File: src/hw/axi_dist_pkg.sv
//------------------------------
// AXI4-Lite distributor types
// Widths, port count, channel structs and FSM states
//------------------------------
package axi_dist_pkg;

    localparam int ADDR_W    = 32;
    localparam int DATA_W    = 32;
    localparam int STRB_W    = 4;
    localparam int RESP_W    = 2;
    localparam int NUM_PORTS = 16;
    localparam int PORT_W    = 4;

    // Port select field is awaddr/araddr[27:24]
    localparam int SEL_LSB   = 24;

    localparam logic [RESP_W-1:0] RESP_OKAY   = 2'b00;
    localparam logic [RESP_W-1:0] RESP_SLVERR = 2'b10;

    typedef logic [PORT_W-1:0] port_idx_t;

    //------------------------------
    // Channel bundles
    //------------------------------
    typedef struct packed {
        logic              awvalid;
        logic [ADDR_W-1:0] awaddr;
        logic              wvalid;
        logic [DATA_W-1:0] wdata;
        logic [STRB_W-1:0] wstrb;
        logic              bready;
        logic              arvalid;
        logic [ADDR_W-1:0] araddr;
        logic              rready;
    } mst_req_t;

    typedef struct packed {
        logic              awready;
        logic              wready;
        logic              bvalid;
        logic [RESP_W-1:0] bresp;
        logic              arready;
        logic              rvalid;
        logic [DATA_W-1:0] rdata;
        logic [RESP_W-1:0] rresp;
    } slv_resp_t;

    //------------------------------
    // Tracker states
    //------------------------------
    typedef enum logic [1:0] {
        WR_IDLE,
        WR_ADDR_HELD,
        WR_DATA_HELD,
        WR_WAIT_RESP
    } wr_state_e;

    typedef enum logic {
        RD_IDLE,
        RD_WAIT_RESP
    } rd_state_e;

endpackage

File: src/hw/axi_resp_return.sv
//------------------------------
// Response return
// Muxes B and R from the latched ports back to the
// master and steers bready/rready to that port only
//------------------------------
`timescale 1ns/10ps

module axi_resp_return
(
    input  axi_dist_pkg::port_idx_t             rd_sel_i,
    input  axi_dist_pkg::port_idx_t             wr_sel_i,
    input  axi_dist_pkg::slv_resp_t             slv_resp_i [axi_dist_pkg::NUM_PORTS],
    input  logic                                rready_i,
    input  logic                                bready_i,
    output axi_dist_pkg::slv_resp_t             mst_resp_o,
    output logic [axi_dist_pkg::NUM_PORTS-1:0]  rready_o,
    output logic [axi_dist_pkg::NUM_PORTS-1:0]  bready_o,
    output logic                                rd_done_o,
    output logic                                wr_done_o
);

    //------------------------------
    // Response mux
    //------------------------------
    always_comb
    begin
        // Request-side readies are left low here
        mst_resp_o = '0;

        mst_resp_o.bvalid = slv_resp_i[wr_sel_i].bvalid;
        mst_resp_o.bresp  = slv_resp_i[wr_sel_i].bresp;

        mst_resp_o.rvalid = slv_resp_i[rd_sel_i].rvalid;
        mst_resp_o.rdata  = slv_resp_i[rd_sel_i].rdata;
        mst_resp_o.rresp  = slv_resp_i[rd_sel_i].rresp;
    end

    //------------------------------
    // Ready steering
    //------------------------------
    always_comb
    begin
        rready_o = '0;
        bready_o = '0;
        rready_o[rd_sel_i] = rready_i;
        bready_o[wr_sel_i] = bready_i;
    end

    // Master handshakes end the outstanding transactions
    assign rd_done_o = mst_resp_o.rvalid && rready_i;
    assign wr_done_o = mst_resp_o.bvalid && bready_i;

    // At most one slave sees each response ready
    a_ready_onehot: assert final ($onehot0(rready_o) && $onehot0(bready_o));

endmodule

File: config.mk
export PLATFORM = sky130hd
export DESIGN_NAME = axi_resp_return
export DESIGN_NICKNAME = d
export VERILOG_FILES = /design/src/hw/axi_dist_pkg.sv /design/src/hw/axi_resp_return.sv
export SDC_FILE = /design/constraint.sdc
export NUM_CORES = 1
export LEC_CHECK = 0
export BUFFER_PORTS_ARGS = -buffer_cell sky130_fd_sc_hd__buf_2
export CORE_AREA = 2 2 291 293
export DETAILED_ROUTE_END_ITERATION = 6
export DIE_AREA = 0 0 293 295
export SLEW_MARGIN = 20
export SYNTH_ARGS = -nofsm -noshare
export SYNTH_HDL_FRONTEND = slang
export SYNTH_SLANG_ARGS = --single-unit
export TNS_END_PERCENT = 50
File: constraint.sdc
create_clock -name vclk -period 2.4
set_input_delay 0.48 -clock vclk [all_inputs]
set_output_delay 0.48 -clock vclk [all_outputs]
set_load 0.05 [all_outputs]
==> metrics <==
status=complete, but fails checks; failing checks=negative setup slack; Seq Cell Count=0; first-pass GRT wire length=65,600 um; Critical Path End Type=output pin; Slew Limit Fails=0; Most Crowded Layer GR=met2; DR pass1 iterations=4; top cell type by total area after synthesis=mux4_2; routed vias=7,684; Sequential Power Share=0; # clk buffers=0; Port Buffers=690; vias in the first global route=between 7,000 and 8,000; Netlist cell types=22; worst hold path startpoint=rready_i; Required @ worst endpoint=~1900 ps; internal power=1.19 mW; Die Wd=293 um; routed wire length=approximately 52,000 um; Synth top area share=0.721; M3 GR Usage=0.0677; worst hold stages=4; Overall Global Routing Usage=0.113; RePlAce Congestion=around 0.92; Layout Area Growth over Synthesis=128%; fill count=9,492; RSZ-0062 raised after global routing=yes; Cell Pwr Density=217 nW/um2; critical path class=in -> out; hold_buf cts=0; Final Cycle Share=1.01; cell row count=roughly 110; Routed WL per cell=23.7 um; drt via density=around 3.5; worst hold slack=~1400 ps; Initial DRC Count=395; met2 Usage GRT=0.173; switching share of power=0.495; Min-Delay Path Class=in -> out; Final Hold Vio Count=0; cell count after synthesis=around 390; Combinational Power Share=1.000; post-route ant nets=0; met1 Track Usage GR=0.129; Tmin final=roughly 2400 ps; initial antenna violation count=roughly 80; Worst EP arrival=around 2000 ps; HPWL after detailed placement=about 48,000 um; # setup viols final=10; register area=0 um2; register area share after synthesis=0; Max Cap Violations=0; Core Region=about 83,000 um2; drt drc=0; fin worst setup slack=-26.9 ps; share of layout cells above drive strength 1=0.905; Starting Density=0.0571; Clock power frac=0; sw power=~1.2 mW; VDD IR-drop max=about 0.13 mV; Ports=around 740; fmax=412 MHz; startpoint types=input port; Synth Cell Area=between 4000 and 5000 um2; Avg Inst Size Synth=between 10 and 15 um2; Leak=around 4.8 nW; Place WS=-244 ps; synth warn=0; fin nets=between 1,500 and 2,000; total grt overflow=0; Chip Height=approximately 300 um; Hold Path End=rd_done_o; Synth area leaders=mux4_2 (72%), a22oi_1 (11%), nand2_1 (3.2%); largest net degree at the start of global routing=27; CP Max Fanout=7; die area=just under 90,000 um2
## timing repair
action / CTS / global route
setup buffers: 5 / 0
cloned: 5 / 0
pin swaps: 22 / 13
endpoints found under the setup margin: 33 / 34
resized for setup: 116 / 37
## power by group through the flow
stage / combinational [mW] / clock [mW] / sequential (mW)
after global placement: 2.10 / 0 / 0
after floorplan: 1.15 / 0 / 0
after global routing: 2.49 / 0.000000892 / 0
after detailed placement: 2.12 / 0 / 0
after CTS: 2.34 / 0 / 0
final: 2.36 / 0.00000157 / 0
## worst max path at each step
stage,start,slack [ps],end
after floorplan,rd_sel_i[1],-130,rready_o[12]
after global placement,rd_sel_i[0],-230,mst_resp_o[32]
after detailed placement,rd_sel_i[0],-240,mst_resp_o[27]
after CTS,rd_sel_i[0],-70,mst_resp_o[29]
after global routing,rd_sel_i[0],-100,mst_resp_o[28]
final,rd_sel_i[0],-30,mst_resp_o[31]
## cells by family (layout without fill, tap and decap cells)
logic type,count (synthesis),after routing,synth area share
AOI/OAI and AO/OA,76,76,0.119
buffers and inverters,62,773,0.0704
muxes,154,154,0.725
other,1,31,0.000790
and+or+nand+nor,93,93,0.0851
## layer usage
metal	part of all wire	up-vias
met3	0.17	155
met1	0.37	3673
met5	0.0062	-
met2	0.41	614
li1	-	3190
met4	0.049	52
## critical path: stages
cell	delay, ps
buf_16	150
buf_12	160
mux4_2	650
a22oi_2	190
nand2_2	110
buf_8	160
## metrics by stage
stage | cell area (um2) | TNS [ps] | power (mW) | cells | utilization
2_1_floorplan | 4820 | -598 | 1.15 | 388 | -
3_3_place_gp | 10100 | -5040 | 2.10 | 2172 | 0.121
5_1_grt | 10800 | -1240 | 2.49 | 2195 | 0.130
4_1_cts | 10700 | -965 | 2.34 | 2182 | 0.129
3_5_place_dp | 10100 | -5180 | 2.12 | 2172 | 0.121
6_report | 10800 | -154 | 2.36 | 2207 | 0.130
## placed cells by master, fill, tap and decap left out, drive strengths merged
cell | synthesis | final
inv | 4 | 4
mux4 | 152 | 152
nor2 | 26 | 26
nor3 | 8 | 8
nor2b | 4 | 4
nand2b | 2 | 2
clkbuf | 24 | 2
mux2i | 2 | 2
diode | 0 | 28
a211oi | 2 | 2
and2 | 1 | 1
a21oi | 2 | 2
or3 | 2 | 2
a22oi | 70 | 70
o22ai | 2 | 2
nand3b | 4 | 4
nand3 | 6 | 6
nand2 | 40 | 40
buf | 34 | 767
conb | 1 | 3
## layout make-up
class                           instances  area (um2)  share of cell area
Tap cell                             1080        1350               0.125
Antenna cell                           28        70.1             0.00646
Multi-Input combinational cell        326        4770               0.440
Inverter                                4        15.0             0.00138
Timing Repair Buffer                  769        4640               0.428
## synthesized netlist by cell type
cell,instances
nor2_1,26
nor2b_1,4
a22oi_1,70
mux2i_1,2
buf_6,8
clkbuf_1,24
a211oi_1,2
inv_1,4
and2_1,1
o22ai_1,2
nand3_1,6
nand2_1,40
nand3b_1,4
nand2b_1,2
mux4_2,152
buf_2,21
buf_1,1
nor3_1,8
buf_4,4
conb_1,1
a21oi_1,2
or3_1,2
Note: power is estimated with default switching activity, not from simulation.
