<file path="src/hw/axi_dist_pkg.sv">
//------------------------------
// AXI4-Lite distributor types
// Widths, port count, channel structs and FSM states
//------------------------------
package axi_dist_pkg;

    localparam int ADDR_W    = 32;
    localparam int DATA_W    = 32;
    localparam int STRB_W    = 4;
    localparam int RESP_W    = 2;
    localparam int NUM_PORTS = 16;
    localparam int PORT_W    = 4;

    // Port select field is awaddr/araddr[27:24]
    localparam int SEL_LSB   = 24;

    localparam logic [RESP_W-1:0] RESP_OKAY   = 2'b00;
    localparam logic [RESP_W-1:0] RESP_SLVERR = 2'b10;

    typedef logic [PORT_W-1:0] port_idx_t;

    //------------------------------
    // Channel bundles
    //------------------------------
    typedef struct packed {
        logic              awvalid;
        logic [ADDR_W-1:0] awaddr;
        logic              wvalid;
        logic [DATA_W-1:0] wdata;
        logic [STRB_W-1:0] wstrb;
        logic              bready;
        logic              arvalid;
        logic [ADDR_W-1:0] araddr;
        logic              rready;
    } mst_req_t;

    typedef struct packed {
        logic              awready;
        logic              wready;
        logic              bvalid;
        logic [RESP_W-1:0] bresp;
        logic              arready;
        logic              rvalid;
        logic [DATA_W-1:0] rdata;
        logic [RESP_W-1:0] rresp;
    } slv_resp_t;

    //------------------------------
    // Tracker states
    //------------------------------
    typedef enum logic [1:0] {
        WR_IDLE,
        WR_ADDR_HELD,
        WR_DATA_HELD,
        WR_WAIT_RESP
    } wr_state_e;

    typedef enum logic {
        RD_IDLE,
        RD_WAIT_RESP
    } rd_state_e;

endpackage

</file>
<file path="src/hw/axi_wr_join.sv">
//------------------------------
// Write address/data join
// Tracks AW and W acceptance in either order and
// blocks new writes until the B handshake
//------------------------------
`timescale 1ns/10ps

module axi_wr_join
(
    input  logic clk_i,
    input  logic rst_i,
    input  logic awvalid_i,
    input  logic wvalid_i,
    input  logic sel_awready_i,
    input  logic sel_wready_i,
    input  logic wr_done_i,
    output logic awready_o,
    output logic wready_o,
    output logic aw_fwd_o,
    output logic w_fwd_o,
    output logic sel_open_o
);

    axi_dist_pkg::wr_state_e state_q;
    axi_dist_pkg::wr_state_e state_d;
    logic                    aw_hs;
    logic                    w_hs;

    // Address may go out until it has been taken
    assign aw_fwd_o = (state_q == axi_dist_pkg::WR_IDLE) ||
                      (state_q == axi_dist_pkg::WR_DATA_HELD);

    // Data needs a target, so a live or held address
    assign w_fwd_o  = ((state_q == axi_dist_pkg::WR_IDLE) && awvalid_i) ||
                      (state_q == axi_dist_pkg::WR_ADDR_HELD);

    // Port select tracks awaddr while the address is on offer
    assign sel_open_o = aw_fwd_o && awvalid_i;

    assign awready_o = aw_fwd_o && sel_awready_i;
    assign wready_o  = w_fwd_o && sel_wready_i;

    assign aw_hs = awvalid_i && awready_o;
    assign w_hs  = wvalid_i && wready_o;

    //------------------------------
    // Next state
    //------------------------------
    always_comb
    begin
        state_d = state_q;
        case (state_q)
            axi_dist_pkg::WR_IDLE:
            begin
                if (aw_hs && w_hs)
                    state_d = axi_dist_pkg::WR_WAIT_RESP;
                else if (aw_hs)
                    state_d = axi_dist_pkg::WR_ADDR_HELD;
                else if (w_hs)
                    state_d = axi_dist_pkg::WR_DATA_HELD;
            end
            axi_dist_pkg::WR_ADDR_HELD:
            begin
                if (w_hs)
                    state_d = axi_dist_pkg::WR_WAIT_RESP;
            end
            axi_dist_pkg::WR_DATA_HELD:
            begin
                if (aw_hs)
                    state_d = axi_dist_pkg::WR_WAIT_RESP;
            end
            default:
            begin
                // B handshake closes the write
                if (wr_done_i)
                    state_d = axi_dist_pkg::WR_IDLE;
            end
        endcase
    end

    always_ff @(posedge clk_i or posedge rst_i)
    begin
        if (rst_i)
            state_q <= axi_dist_pkg::WR_IDLE;
        else
            state_q <= state_d;
    end

    // No new address or data accepted while a response is owed
    a_wr_busy_blocked: assert property (@(posedge clk_i) disable iff (rst_i)
        (state_q == axi_dist_pkg::WR_WAIT_RESP) |-> !(awready_o || wready_o));

endmodule

</file>
<file path="config.mk">
export PLATFORM = sky130hd
export DESIGN_NAME = axi_wr_join
export DESIGN_NICKNAME = d
export VERILOG_FILES = /design/src/hw/axi_dist_pkg.sv /design/src/hw/axi_wr_join.sv
export SDC_FILE = /design/constraint.sdc
export NUM_CORES = 1
export LEC_CHECK = 0
export BUFFER_PORTS_ARGS = -buffer_cell sky130_fd_sc_hd__buf_2
export CAP_MARGIN = 30
export CORE_AREA = 2 2 39 41
export DETAILED_ROUTE_END_ITERATION = 16
export DIE_AREA = 0 0 41 43
export GPL_ROUTABILITY_DRIVEN = 0
export GPL_TIMING_DRIVEN = 0
export PLACE_DENSITY = 0.38
export SLEW_MARGIN = 10
export SYNTH_ARGS = -nofsm -noshare
export SYNTH_HDL_FRONTEND = slang
export SYNTH_SLANG_ARGS = --single-unit
</file>
<file path="constraint.sdc">
create_clock -name clk_i -period 2.1 [get_ports clk_i]
set_clock_uncertainty 0.1 [all_clocks]
set_input_delay 0.315 -clock clk_i [delete_from_list [all_inputs] [get_ports clk_i]]
set_output_delay 0.315 -clock clk_i [all_outputs]
set_load 0.05 [all_outputs]
</file>
==> results.toml <==
[clock_tree]
cts_tree = "done"
cts_buffer_depth = 2
cts.clk_slew.worst_paths_ns = 0.03
clkLatencyLatePin_ns = 0.22
htree_levels = 1
clock_sinks = 2
numCtsBuffers = 3
ctsRootBufferMaster = "clkbuf_4"

[routing]
ant_nets = 0
drtIter0Drc = 7
drt-total-wl_um = 605
wl_per_cell_um = 9.60
drt-pass1-iter-count = 4
via_per_inst = 4.43
num_vias = 279
drcViolationCount = 0

[floorplan]
die_area_um2 = 1760
fp.dieW_um = 41
floorplan.initialDensity_pct = 19.2
core_area_um2 = 1380
num_rows = 14
die_h_um = 43
io-pin-count = 12

[setup_path]
cp-end-kind = "output pin"
r2r_slack_ns = 0.32
crit_fanout = 5
rr_endpoint = "state_q[0]"
cp-start-kind = "flop"
crit_required_ns = 1.68
critPathArrivalTime_ns = 1.64
r2r_cells = 6
crit_type = "reg2out"
worstReg2RegStart = "state_q[0]"

[placed_design]
place_inst = 57
dp_hpwl_um = 488
port_buffers = 11

[run]
maxCapViolCount = 0

[global_routing]
grt_pass1_vias = 274
grt_overflow_total = 0
antenna_found_initial = 0
grtUsageTotal_pct = 9.11
grt_pass1_wl_um = 1040
grt_max_degree = 6

[timing]
setup_viol = 0
post-route-period-util_pct = 97.7
finalHoldViolCount = 0
worst_slew_pin_slew_ns = 0.254
fin_crit_ns = 2.05
slew_violations = 0
fmax_ghz = 0.487
relSlewSlack_pct = 83.2

[synth]
synth_area_um2 = 265
synth_cell_types = 19
synth_warnings = 0
synth-seq-cells = 2
yosysSeqAreaShare_pct = 18.9
avgSynthCellArea_um2 = 8.84
postSynthCellCount = 30
mappedNetlistNets = 42

[final_layout]
area_delta_synth_final_pct = 47.2
drive_gt1_share_pct = 48.9
reg_top3 = "state_q x2"
top_register = "state_q"
final_nets = 61
diodes = 0
stdcell_count = 63
largest_register_ffs = 2

[outcome]
outcome = "completed"

[min_path]
hp-class = "in2async"
## worst max path at each step
| stage | from | cells after the start | endpoint | slack, ns |
|---|---|---|---|---|
| global placement | state_q[0] | 5 | sel_open_o | 0.25 |
| floorplan | state_q[0] | 6 | state_q[0] | 0.20 |
| CTS | state_q[1] | 5 | sel_open_o | 0.04 |
| global route | state_q[1] | 5 | sel_open_o | -0.003 |
| detailed placement | state_q[0] | 5 | sel_open_o | 0.23 |
| finish | state_q[1] | 5 | sel_open_o | 0.05 |
## synthesized netlist by cell type
cell type  count  area (um2)
nor2_1         2        7.51
and3_4         1        11.3
inv_1          3        11.3
a21o_1         2        15.0
dfrtp_1        2        50.1
and2_1         1        6.26
ha_1           5        62.6
a21oi_1        2        10.0
or2_2          1        6.26
and2_2         2        15.0
a22o_2         1        10.0
a211oi_1       1        7.51
nand2_1        1        3.75
a31oi_1        1        6.26
or2_1          1        6.26
o21ai_2        1        8.76
o211ai_1       1        7.51
mux2_4         1        15.0
nor3_1         1        5.00
## cell families (layout without fill, tap and decap cells)
group / count (synthesis) / count (layout) / synth area share [%]
muxes: 1 / 1 / 5.66
DFF: 2 / 2 / 18.9
and+or+nand+nor: 10 / 10 / 23.1
AOI/OAI and AO/OA: 9 / 9 / 24.5
buffers and inverters: 3 / 20 / 4.24
adders and majority gates: 5 / 5 / 23.6
## metal layers
layer,global-route usage (%),routed length [um],vias to the layer above
met5,0,0,-
met4,8.00,0,0
met2,14.4,349,9
met1,8.60,221,131
li1,-,-,139
met3,3.14,34,0
## layout make-up
| type | count | area (um2) |
|---|---|---|
| Multi-Input combinational cell | 25 | 204 |
| Timing Repair Buffer | 14 | 82.6 |
| Tap cell | 16 | 20.0 |
| Fill cell | 158 | 993 |
| Sequential cell | 2 | 50.0 |
| Clock buffer | 3 | 22.5 |
| Inverter | 3 | 11.3 |
## timing repair
action	4_1_cts	5_1_grt
setup buffers	1	1
gates cloned	0	0
endpoints found under the hold margin	2	0
endpoints found under the setup margin	1	1
resized for setup	0	1
pin swaps	0	0
hold buffers	1	0
## layout by cell type (no fill, tap or decap)
master / synthesis / final
ha_1: 5 / 5
and3_4: 1 / 1
dlygate4sd3_1: 0 / 1
o211ai_1: 1 / 1
and2_2: 2 / 2
a211oi_1: 1 / 1
or2_1: 1 / 1
or2_2: 1 / 1
nor2_1: 2 / 2
clkbuf_4: 0 / 4
inv_1: 3 / 3
a31oi_1: 1 / 1
buf_4: 0 / 2
nor3_1: 1 / 1
mux2_4: 1 / 1
buf_2: 0 / 10
a21o_1: 2 / 2
a22o_2: 1 / 1
nand2_1: 1 / 1
o21ai_2: 1 / 1
dfrtp_1: 2 / 2
a21oi_1: 2 / 2
and2_1: 1 / 1
## critical path: stages (launching register included)
cell      delay [ns]
dfrtp_1         0.38
inv_1           0.09
ha_1            0.24
or2_2           0.31
and2_2          0.19
clkbuf_4        0.20
## per-stage QoR
stage                     cell area, um2   TNS, ns  setup slack [ns]  hold slack, ns  util, %
after CTS                            380         0            0.0420           0.392     27.5
final                                390         0            0.0477           0.393     28.2
after global routing                 390  -0.00285          -0.00285           0.400     28.2
after detailed placement             340         0             0.231          0.0697     24.6
after floorplan                      265         0             0.199         -0.0438        -
after global placement               340         0             0.249          0.0622     24.6
Power is not shown: default switching activity piles up to over one toggle a cycle in this logic, so the estimate is an artifact.
