<file path="src/hw/axi_dist_pkg.sv">
//------------------------------
// AXI4-Lite distributor types
// Widths, port count, channel structs and FSM states
//------------------------------
package axi_dist_pkg;

    localparam int ADDR_W    = 32;
    localparam int DATA_W    = 32;
    localparam int STRB_W    = 4;
    localparam int RESP_W    = 2;
    localparam int NUM_PORTS = 16;
    localparam int PORT_W    = 4;

    // Port select field is awaddr/araddr[27:24]
    localparam int SEL_LSB   = 24;

    localparam logic [RESP_W-1:0] RESP_OKAY   = 2'b00;
    localparam logic [RESP_W-1:0] RESP_SLVERR = 2'b10;

    typedef logic [PORT_W-1:0] port_idx_t;

    //------------------------------
    // Channel bundles
    //------------------------------
    typedef struct packed {
        logic              awvalid;
        logic [ADDR_W-1:0] awaddr;
        logic              wvalid;
        logic [DATA_W-1:0] wdata;
        logic [STRB_W-1:0] wstrb;
        logic              bready;
        logic              arvalid;
        logic [ADDR_W-1:0] araddr;
        logic              rready;
    } mst_req_t;

    typedef struct packed {
        logic              awready;
        logic              wready;
        logic              bvalid;
        logic [RESP_W-1:0] bresp;
        logic              arready;
        logic              rvalid;
        logic [DATA_W-1:0] rdata;
        logic [RESP_W-1:0] rresp;
    } slv_resp_t;

    //------------------------------
    // Tracker states
    //------------------------------
    typedef enum logic [1:0] {
        WR_IDLE,
        WR_ADDR_HELD,
        WR_DATA_HELD,
        WR_WAIT_RESP
    } wr_state_e;

    typedef enum logic {
        RD_IDLE,
        RD_WAIT_RESP
    } rd_state_e;

endpackage

</file>
<file path="src/hw/axi_rd_route.sv">
//------------------------------
// Read request router
// Owns the read tracker and the latched read port,
// fans AR out to the addressed slave
//------------------------------
`timescale 1ns/10ps

module axi_rd_route
(
    input  logic                                clk_i,
    input  logic                                rst_i,
    input  logic                                arvalid_i,
    input  logic [axi_dist_pkg::ADDR_W-1:0]     araddr_i,
    input  logic [axi_dist_pkg::NUM_PORTS-1:0]  slv_arready_i,
    input  logic                                rd_done_i,
    output logic                                arready_o,
    output logic [axi_dist_pkg::NUM_PORTS-1:0]  ar_req_o,
    output axi_dist_pkg::port_idx_t             rd_sel_o
);

    axi_dist_pkg::rd_state_e state_q;
    axi_dist_pkg::rd_state_e state_d;
    axi_dist_pkg::port_idx_t sel_live;
    axi_dist_pkg::port_idx_t sel_q;
    logic                    rd_idle;
    logic                    ar_hs;

    assign rd_idle = (state_q == axi_dist_pkg::RD_IDLE);

    // Follow araddr until a read is accepted
    assign sel_live = rd_idle ?
                      araddr_i[axi_dist_pkg::SEL_LSB +: axi_dist_pkg::PORT_W] : sel_q;

    assign arready_o = rd_idle && slv_arready_i[sel_live];
    assign ar_hs     = arvalid_i && arready_o;

    always_comb
    begin
        ar_req_o = '0;
        ar_req_o[sel_live] = arvalid_i && rd_idle;
    end

    //------------------------------
    // Read tracker
    //------------------------------
    always_comb
    begin
        state_d = state_q;
        if (rd_idle && ar_hs)
            state_d = axi_dist_pkg::RD_WAIT_RESP;
        else if (!rd_idle && rd_done_i)
            state_d = axi_dist_pkg::RD_IDLE;
    end

    always_ff @(posedge clk_i or posedge rst_i)
    begin
        if (rst_i)
        begin
            state_q <= axi_dist_pkg::RD_IDLE;
            sel_q   <= '0;
        end
        else
        begin
            state_q <= state_d;
            if (ar_hs)
                sel_q <= sel_live;
        end
    end

    assign rd_sel_o = sel_q;

    // Once a read is taken, nothing more is accepted until its R handshake
    a_rd_one_outstanding: assert property (@(posedge clk_i) disable iff (rst_i)
        ar_hs |=> (!arready_o && (ar_req_o == '0)) until rd_done_i);

endmodule

</file>
<file path="config.mk">
export PLATFORM = sky130hd
export DESIGN_NAME = axi_rd_route
export DESIGN_NICKNAME = d
export VERILOG_FILES = /design/src/hw/axi_dist_pkg.sv /design/src/hw/axi_rd_route.sv
export SDC_FILE = /design/constraint.sdc
export NUM_CORES = 1
export LEC_CHECK = 0
export BUFFER_PORTS_ARGS = -buffer_cell sky130_fd_sc_hd__buf_2
export CAP_MARGIN = 10
export CORE_MARGIN = 5
export CORE_UTILIZATION = 35
export CTS_BUF_LIST = sky130_fd_sc_hd__clkbuf_4 sky130_fd_sc_hd__clkbuf_8
export DETAILED_ROUTE_END_ITERATION = 8
export PLACE_DENSITY_LB_ADDON = 0.12
export RECOVER_POWER = 50
export SLEW_MARGIN = 10
export SYNTH_ARGS = -nofsm -noshare
export SYNTH_HDL_FRONTEND = slang
export SYNTH_SLANG_ARGS = --single-unit
</file>
<file path="constraint.sdc">
create_clock -name clk_i -period 2.5 [get_ports clk_i]
set_input_delay 0.25 -clock clk_i [delete_from_list [all_inputs] [get_ports clk_i]]
set_output_delay 0.25 -clock clk_i [all_outputs]
set_load 0.05 [all_outputs]
</file>
==> results.yml <==
run_status:
  status: "completed"
worst_setup_path:
  rr_worst_depth: 7
  path_class: "reg -> out"
  critPathSlowestCell: "mux4_2"
  critPathCaptureType: "output port"
  setup.worst_path.start: "state_q$_DFFE_PP0P_"
  path_cells: "buf_4 > mux2i_1 > mux4_2 > nor2_1 > nor2_2 > nand3_1 > nor2_1 > buf_2"
  rr_endpoint: "rd_sel_o[1]$_DFFE_PP0P_"
  crit_path_max_fanout: 11
  cp_top_family: "multiplexers"
  r2r_setup_slack_ns: 0.43
  start_kind: "flip-flop"
  critPathBufInv: 2
  cp_slowest_stage_delay_ns: 0.54
  critPathCapture: "arready_o"
  cp_num_cells: 8
  r2r_start: "state_q$_DFFE_PP0P_"
  required_ns: 2.25
  cp.arrival_ns: 2.06
  worst_path_most_repeated_cell: "nor2_1"
clock_network:
  cts_sinks: 5
  htree_levels: 1
  clk_pin_slew_ns: 0.05
  cts_made_buffers: 3
  clockBufferDepth: 2
  clkLatencyLatePin_ns: 0.25
  root_buffer: "clkbuf_4"
  cts_tree: "built"
timing:
  rsz0062_at_grt: "no"
  fin_crit_sh: 0.926
  whs_ns: 0.176
  relSlewSlack: 0.601
  hold_violations: 0
  timing.fmax_mhz: 432
  setup_tns_ns: 0
  worstMarginPinSlew_ns: 0.601
  slew_viol_final: 0
  setup_viol: 0
  fin_crit_ns: 2.31
  fin_skew_ns: 0.00722
placed_design:
  io_buffer_count: 44
  place_congestion: 0.814
  dp_hpwl_um: 1650
final_layout:
  fin_nets: 187
  drive_gt1_frac: 0.373
  syn_to_final_growth_pct: 40.8
  multiInputGateArea_um2: 477
  num_antenna_cells: 0
  seq_area_um2: 125
  final_common_cell: "buf_2"
  fill_cells: 190
  final_cell_mix: "buf_2, nor2_1, clkbuf_1"
detailed_routing:
  postRouteAntennaNets: 0
  wl_per_cell_um: 12.6
  drt_wl_total_um: 2000
  dr.pass1.iters: 4
  vias_per_cell: 4.95
  first_iter_violations: 8
  num_vias: 787
  drc: 0
min_path:
  min_path_type: "in -> reg"
  worstHoldStart: "rd_done_i"
global_routing:
  gr-total-overflow: 0
  track_usage: 0.158
  grt_start_max_net_pins: 13
  grt_pass1_wl_um: 3260
  grt_pass1_vias: 792
  antenna_found_initial: 0
synth:
  synth.avg_cell_area_um2: 7.62
  synth_area_leader_cell: "dfrtp_1"
  synth_edf_count: 0
  netlist-cell-type-count: 31
  ys_ff_latch: 5
  synth.cell_area_um2: 656
  syn_nets: 138
  async_flop_share: 1.00
  netlist.area_leader.share: 0.191
  yosys-top-cells-area: "dfrtp_1, nor2_1, mux2_4, mux2i_1, o22ai_1"
  yosys_warnings: 0
  ys.flop_type: "dfrtp_1"
  syn_inst: 86
  yosysSeqAreaShare: 0.191
floorplanning:
  start_util: 0.376
  rows: 15
  core-area_mm2: 0.00175
  ios: 73
  die_w_um: 53.3
  fp.dieH_um: 53.3
  dieArea_mm2: 0.00284
pwr:
  power_density_mw_per_mm2: 1120
  switchingPower_mw: 0.592
  pwr-share-seq: 0.178
  power_frac_clock: 0.092
  p_sw_frac: 0.571
  vdd_drop_max_mv: 0.648
  comb_power_share: 0.730
  cellInternalPower_mw: 0.446
  p_leak_nw: 0.471
run:
  cap_violations: 0
## flip-flops by register name (all words and copies together), names as in the netlist
signal    count
rd_sel_o      4
state_q       1
## how the worst min path moves through the flow
stage	to	slack [ns]	depth (start not counted)
after CTS	state_q$_DFFE_PP0P_	0.17	2
after global placement	rd_sel_o[0]$_DFFE_PP0P_	0.15	2
final	state_q$_DFFE_PP0P_	0.18	2
after detailed placement	rd_sel_o[3]$_DFFE_PP0P_	0.16	2
after global routing	state_q$_DFFE_PP0P_	0.20	2
after floorplan	rd_sel_o[0]$_DFFE_PP0P_	0.03	1
## synth_stat cells, types with 2 or more instances
cell type / number
nor2_1: 26
inv_1: 6
dfrtp_1: 5
o22ai_1: 4
mux2_4: 3
mux2i_1: 3
nand2_1: 3
a21oi_1: 2
a31oi_1: 2
a32oi_1: 2
and3_1: 2
and3b_1: 2
buf_4: 2
nand3_1: 2
nor2b_1: 2
nor3_1: 2
nor3b_1: 2
o21bai_1: 2
o21bai_2: 2
## per-layer routing
metal / global-route usage / part of all wire
met1: 0.180 / 0.41
met2: 0.278 / 0.51
met3: 0.0197 / 0.070
met4: 0.0894 / 0.0095
met5: 0 / 0
## logic make-up (layout without fill, tap and decap cells)
kind of cell    count (synthesis)  in the layout  synth area share
buf+inv                        10             58            0.0820
simple gates                   46             46             0.361
compound gates                 18             18             0.218
flops                           5              5             0.191
mux                             7              7             0.149
## cell type report
cell class,count,share of cell area
inverters,6,0.0244
flip-flops and latches,5,0.136
repair buffers,48,0.260
clock inverters,1,0.00542
multi-input cells,71,0.516
clock buffers,3,0.0244
well taps,25,0.0339
## metrics by stage
step | power, mW | worst slack (ns) | util | area [um2] | instances
floorplan | 0.787 | 0.0723 | - | 656 | 86
global placement | 0.947 | 0.463 | 0.515 | 898 | 154
detailed placement | 0.955 | 0.421 | 0.515 | 898 | 154
CTS | 1.06 | 0.153 | 0.536 | 936 | 159
global route | 1.12 | 0.0439 | 0.529 | 923 | 159
finish | 1.04 | 0.185 | 0.529 | 923 | 159
## timing repair
action / 4_1_cts / 5_1_grt
endpoints found under the hold margin: 5 / 0
resized for setup: 0 / 0
hold buffers: 1 / 0
setup buffers: 0 / 0
## power by group through the flow
stage               clock network [mW]  logic [mW]  registers [mW]
global placement                     0       0.763           0.184
floorplan                            0       0.493           0.293
global route                     0.101       0.824           0.196
CTS                             0.0993       0.776           0.183
detailed placement                   0       0.773           0.182
finish                          0.0953       0.758           0.185
Power figures use the tool's default switching activity.
