<file path="config.mk">
export PLATFORM = sky130hd
export DESIGN_NAME = axi_wr_route
export DESIGN_NICKNAME = d
export VERILOG_FILES = /design/src/hw/axi_dist_pkg.sv /design/src/hw/axi_wr_route.sv
export SDC_FILE = /design/constraint.sdc
export NUM_CORES = 1
export LEC_CHECK = 0
export BUFFER_PORTS_ARGS = -buffer_cell sky130_fd_sc_hd__buf_2
export CAP_MARGIN = 15
export CORE_AREA = 2 2 70 72
export DETAILED_ROUTE_END_ITERATION = 6
export DIE_AREA = 0 0 72 74
export HOLD_SLACK_MARGIN = 0.06
export PLACE_DENSITY_LB_ADDON = 0.2
export SLEW_MARGIN = 20
export SYNTH_ARGS = -nofsm -noshare
export SYNTH_HDL_FRONTEND = slang
export SYNTH_SLANG_ARGS = --single-unit
</file>
<file path="constraint.sdc">
create_clock -name clk_i -period 1.9 [get_ports clk_i]
set_input_delay 0.095 -clock clk_i [delete_from_list [all_inputs] [get_ports clk_i]]
set_output_delay 0.095 -clock clk_i [all_outputs]
set_load 0.02 [all_outputs]
</file>
<file path="src/hw/axi_dist_pkg.sv">
//------------------------------
// AXI4-Lite distributor types
// Widths, port count, channel structs and FSM states
//------------------------------
package axi_dist_pkg;

    localparam int ADDR_W    = 32;
    localparam int DATA_W    = 32;
    localparam int STRB_W    = 4;
    localparam int RESP_W    = 2;
    localparam int NUM_PORTS = 16;
    localparam int PORT_W    = 4;

    // Port select field is awaddr/araddr[27:24]
    localparam int SEL_LSB   = 24;

    localparam logic [RESP_W-1:0] RESP_OKAY   = 2'b00;
    localparam logic [RESP_W-1:0] RESP_SLVERR = 2'b10;

    typedef logic [PORT_W-1:0] port_idx_t;

    //------------------------------
    // Channel bundles
    //------------------------------
    typedef struct packed {
        logic              awvalid;
        logic [ADDR_W-1:0] awaddr;
        logic              wvalid;
        logic [DATA_W-1:0] wdata;
        logic [STRB_W-1:0] wstrb;
        logic              bready;
        logic              arvalid;
        logic [ADDR_W-1:0] araddr;
        logic              rready;
    } mst_req_t;

    typedef struct packed {
        logic              awready;
        logic              wready;
        logic              bvalid;
        logic [RESP_W-1:0] bresp;
        logic              arready;
        logic              rvalid;
        logic [DATA_W-1:0] rdata;
        logic [RESP_W-1:0] rresp;
    } slv_resp_t;

    //------------------------------
    // Tracker states
    //------------------------------
    typedef enum logic [1:0] {
        WR_IDLE,
        WR_ADDR_HELD,
        WR_DATA_HELD,
        WR_WAIT_RESP
    } wr_state_e;

    typedef enum logic {
        RD_IDLE,
        RD_WAIT_RESP
    } rd_state_e;

endpackage

</file>
<file path="src/hw/axi_wr_route.sv">
//------------------------------
// Write request router
// Decodes and latches the write port, fans AW/W out
// and returns the chosen port's readiness
//------------------------------
`timescale 1ns/10ps

module axi_wr_route
(
    input  logic                                clk_i,
    input  logic                                rst_i,
    input  axi_dist_pkg::mst_req_t              mst_req_i,
    input  logic                                sel_open_i,
    input  logic                                aw_fwd_i,
    input  logic                                w_fwd_i,
    input  logic [axi_dist_pkg::NUM_PORTS-1:0]  slv_awready_i,
    input  logic [axi_dist_pkg::NUM_PORTS-1:0]  slv_wready_i,
    output logic [axi_dist_pkg::NUM_PORTS-1:0]  aw_req_o,
    output logic [axi_dist_pkg::NUM_PORTS-1:0]  w_req_o,
    output axi_dist_pkg::port_idx_t             wr_sel_o,
    output logic                                sel_awready_o,
    output logic                                sel_wready_o
);

    axi_dist_pkg::port_idx_t addr_port;
    axi_dist_pkg::port_idx_t sel_live;
    axi_dist_pkg::port_idx_t sel_q;

    assign addr_port = mst_req_i.awaddr[axi_dist_pkg::SEL_LSB +: axi_dist_pkg::PORT_W];

    // Live decode while open, held port once the address is taken
    assign sel_live = sel_open_i ? addr_port : sel_q;

    always_ff @(posedge clk_i or posedge rst_i)
    begin
        if (rst_i)
            sel_q <= '0;
        else if (sel_open_i)
            sel_q <= addr_port;
    end

    assign wr_sel_o = sel_q;

    //------------------------------
    // Request fan-out
    //------------------------------
    always_comb
    begin
        aw_req_o = '0;
        w_req_o  = '0;
        aw_req_o[sel_live] = mst_req_i.awvalid && aw_fwd_i;
        w_req_o[sel_live]  = mst_req_i.wvalid && w_fwd_i;
    end

    // Readiness of the addressed slave only
    assign sel_awready_o = slv_awready_i[sel_live];
    assign sel_wready_o  = slv_wready_i[sel_live];

endmodule

</file>
==> impl_metrics.csv <==
group,metric,value,unit
min_path,min_to,"wr_sel_o[3]$_DFF_PP0_",
pwr,ir_drop,188,µV
clock_tree,cts_sinks,4,
sta,period_share,95.1,%
global_route,grt_pass1_wl,4440,µm
yosys,ys_ff_latch,4,
floorplanning,fp-row-count,25,
sta,slew_viol_final,0,
layout,largest_reg_flops,4,
yosys,netlist-cell-type-count,27,
status,outcome,"finished, final reports clean",
setup_path,cp_max_fo,5,
floorplanning,die_h,74,µm
yosys,synth_nets,239,
layout,drive_gt1_share,55.2,%
pwr,clkPwrFrac,29.7,%
route,ant_nets,0,
sta,fin_ws,0.0922,ns
sta,fmax,553,MHz
clock_tree,worstSkewPairLatency,0.21,ns
layout,num_antenna_cells,0,
global_route,grt_pass1_vias,957,
yosys,ys_warn_count,0,
sta,finalCriticalPeriod,1.81,ns
setup_path,cp_data_required_time,1.80,ns
pwr,total_power,0.583,mW
clock_tree,cts_tree,"done",
setup_path,worstPathArrival,1.71,ns
sta,slew_headroom,73.4,%
setup_path,setup.worst_path.start_class,"register",
route,drt-vias-per-instance,4.44,
setup_path,reg2regPathDepth,1,
min_path,hp-class,"in -> reg",
pwr,power_frac_comb,51.8,%
placement,place_congestion,0.688,
yosys,syn_area_per_cell,7.46,µm²
yosys,yosysTopAreaCell,"mux4_2",
layout,n_fill_cell,512,
yosys,ys_seq_area_share,13.8,%
setup_path,worstReg2RegEnd,"wr_sel_o[1]$_DFF_PP0_",
clock_tree,numCtsBuffers,3,
sta,hold_violations,0,
pwr,switching_power,0.206,mW
setup_path,timing.rr.start,"wr_sel_o[1]$_DFF_PP0_",
floorplanning,dieArea,5330,µm²
yosys,syn_area,723,µm²
setup_path,critPathKind,"reg -> out",
clock_tree,htree_levels,1,
floorplanning,initial_utilization,15.7,%
setup_path,rrSetupSlack,0.95,ns
route,drc,0,
yosys,syn_inst,97,
clock_tree,cts_root_buffer,"clkbuf_8",
pwr,power_density,454,nW/µm²
global_route,grt_use_total,10.7,%
global_route,grt_max_degree,21,
clock_tree,cts_buffer_depth,2,
floorplanning,io_pins,180,
flow_run,maxCapViolations,0,
yosys,synth.top_cell.area_share,24.9,%
global_route,antenna_found_initial,0,
sta,setup_viol,0,
route,drtIter0Drc,18,
sta,whs,0.211,ns
min_path,min_from,"mst_req_i[99]",
floorplanning,die_x,72,µm
placement,hpwl,2490,µm
route,first_pass_iters,4,
pwr,p_leak,0.670,nW
clock_tree,clk_pin_slew,0.03,ns
route,drt_wl_total,2970,µm
pwr,sw_frac_of_total,35.4,%
floorplanning,core_area,4600,µm²
clock_tree,postCtsSetupBuffers,0,
pwr,p_int,0.377,mW
layout,fin_nets,327,
sta,max_slew.worst_pin.slew,0.399,ns
sta,rsz0062_at_grt,"true",
placement,io_buffers,80,
global_route,grt-ovfl-total,0,
min_path,worstHoldPathCells,3,
layout,synthToLayoutAreaGrowth,77.5,%
setup_path,critPathCaptureType,"output port",
pwr,seqPwrFrac,18.5,%
sta,fin_worst_skew,0,ns
yosys,synthTopCellsByArea,"mux4_2 (25%), nor2_1 (18%), dfrtp_1 (14%)",
route,wl_per_cell,12.5,µm
route,num_vias,1053,
placement,dpl_worst_slack,0.0790,ns
==> per-layer routing <==
layer / GRT usage [%] / vias up / routed length (µm)
met2: 15.4 / 66 / 1210
met3: 4.20 / 2 / 379
li1: - / 531 / -
met1: 14.3 / 454 / 1350
met5: 0 / - / 0
met4: 4.40 / 0 / 23
==> cells by family (layout without fill, tap and decap cells) <==
group,Yosys count,after routing,share of synthesized area (%)
buffers and inverters,8,93,5.02
multiplexers,11,12,29.6
flip-flops,4,4,13.8
AND/OR/NAND/NOR,62,62,37.9
AO/OA/AOI/OAI,12,12,13.7
==> layout make-up <==
cell class,instances,area (µm²),share of cell area [%]
repair buffers,87,462,36.0
inverters,3,11.3,0.877
well taps,54,67.6,5.26
clock buffers,3,41.3,3.22
flip-flops and latches,4,100,7.80
multi-input cells,86,602,46.9
==> power by group through the flow <==
stage	Combinational [mW]	Sequential, mW	Clock [mW]
2_1_floorplan	0.169	0.114	0
3_3_place_gp	0.292	0.108	0
3_5_place_dp	0.293	0.107	0
4_1_cts	0.298	0.107	0.179
5_1_grt	0.334	0.109	0.188
6_report	0.302	0.108	0.173
==> what timing repair did <==
action | in CTS | in global routing
endpoints found under the hold margin | 4 | 0
resized for setup | 2 | 2
cloned | 0 | 1
hold buffers | 1 | 0
endpoints found under the setup margin | 2 | 1
pin swaps | 0 | 3
==> stage by stage <==
step / cells / cell area, µm² / TNS, ns / util [%]
detailed placement: 232 / 1210 / 0 / 26.3
finish: 237 / 1280 / 0 / 27.9
global placement: 232 / 1210 / 0 / 26.3
CTS: 236 / 1270 / 0 / 27.5
global route: 237 / 1280 / -0.00151 / 27.9
floorplan: 97 / 723 / 0 / -
==> synth_stat cells <==
| library cell | count |
|---|---|
| nor2b_1 | 2 |
| a22oi_1 | 1 |
| a32o_1 | 1 |
| mux2_1 | 1 |
| nand4_1 | 2 |
| nand3b_1 | 4 |
| nand3_1 | 4 |
| nand2b_1 | 2 |
| o22ai_1 | 1 |
| a22o_1 | 1 |
| o32ai_1 | 1 |
| dfrtp_1 | 4 |
| clkbuf_1 | 2 |
| buf_2 | 2 |
| buf_4 | 1 |
| a31oi_1 | 1 |
| mux4_2 | 8 |
| nor2_1 | 35 |
| nand2_1 | 11 |
| a32oi_1 | 2 |
| and3b_1 | 1 |
| inv_1 | 3 |
| a21oi_1 | 1 |
| mux2_2 | 2 |
| o32a_1 | 2 |
| o22a_1 | 1 |
| nor3_1 | 1 |
==> cells in the final DEF (no fill, tap or decap), types with 2 or more instances in the layout <==
master / instances
a32oi_1: 2
buf_4: 6
mux2_2: 3
nor2b_1: 2
buf_2: 79
mux4_2: 8
nand3b_1: 4
clkbuf_8: 3
nand4_1: 2
inv_1: 3
nand2_1: 11
nor2_1: 35
dfrtp_1: 4
nand2b_1: 2
nand3_1: 4
o32a_1: 2
==> worst max-delay path by stage <==
| stage | cells after the start | from | end |
|---|---|---|---|
| final | 5 | wr_sel_o[0]$_DFF_PP0_ | sel_wready_o |
| after global routing | 5 | wr_sel_o[0]$_DFF_PP0_ | sel_wready_o |
| after CTS | 5 | wr_sel_o[0]$_DFF_PP0_ | sel_wready_o |
| after detailed placement | 5 | wr_sel_o[0]$_DFF_PP0_ | sel_wready_o |
| after global placement | 5 | wr_sel_o[0]$_DFF_PP0_ | sel_wready_o |
| after floorplan | 5 | wr_sel_o[0]$_DFF_PP0_ | sel_awready_o |
==> worst max-delay path, cell delays in order, from the launching register on <==
cell and delay [ns]:
dfrtp_1 0.39, mux2_4 0.34, mux4_2 0.44, nand2_1 0.07
nand4_1 0.12, buf_6 0.15
Power figures use the tool's default switching activity.
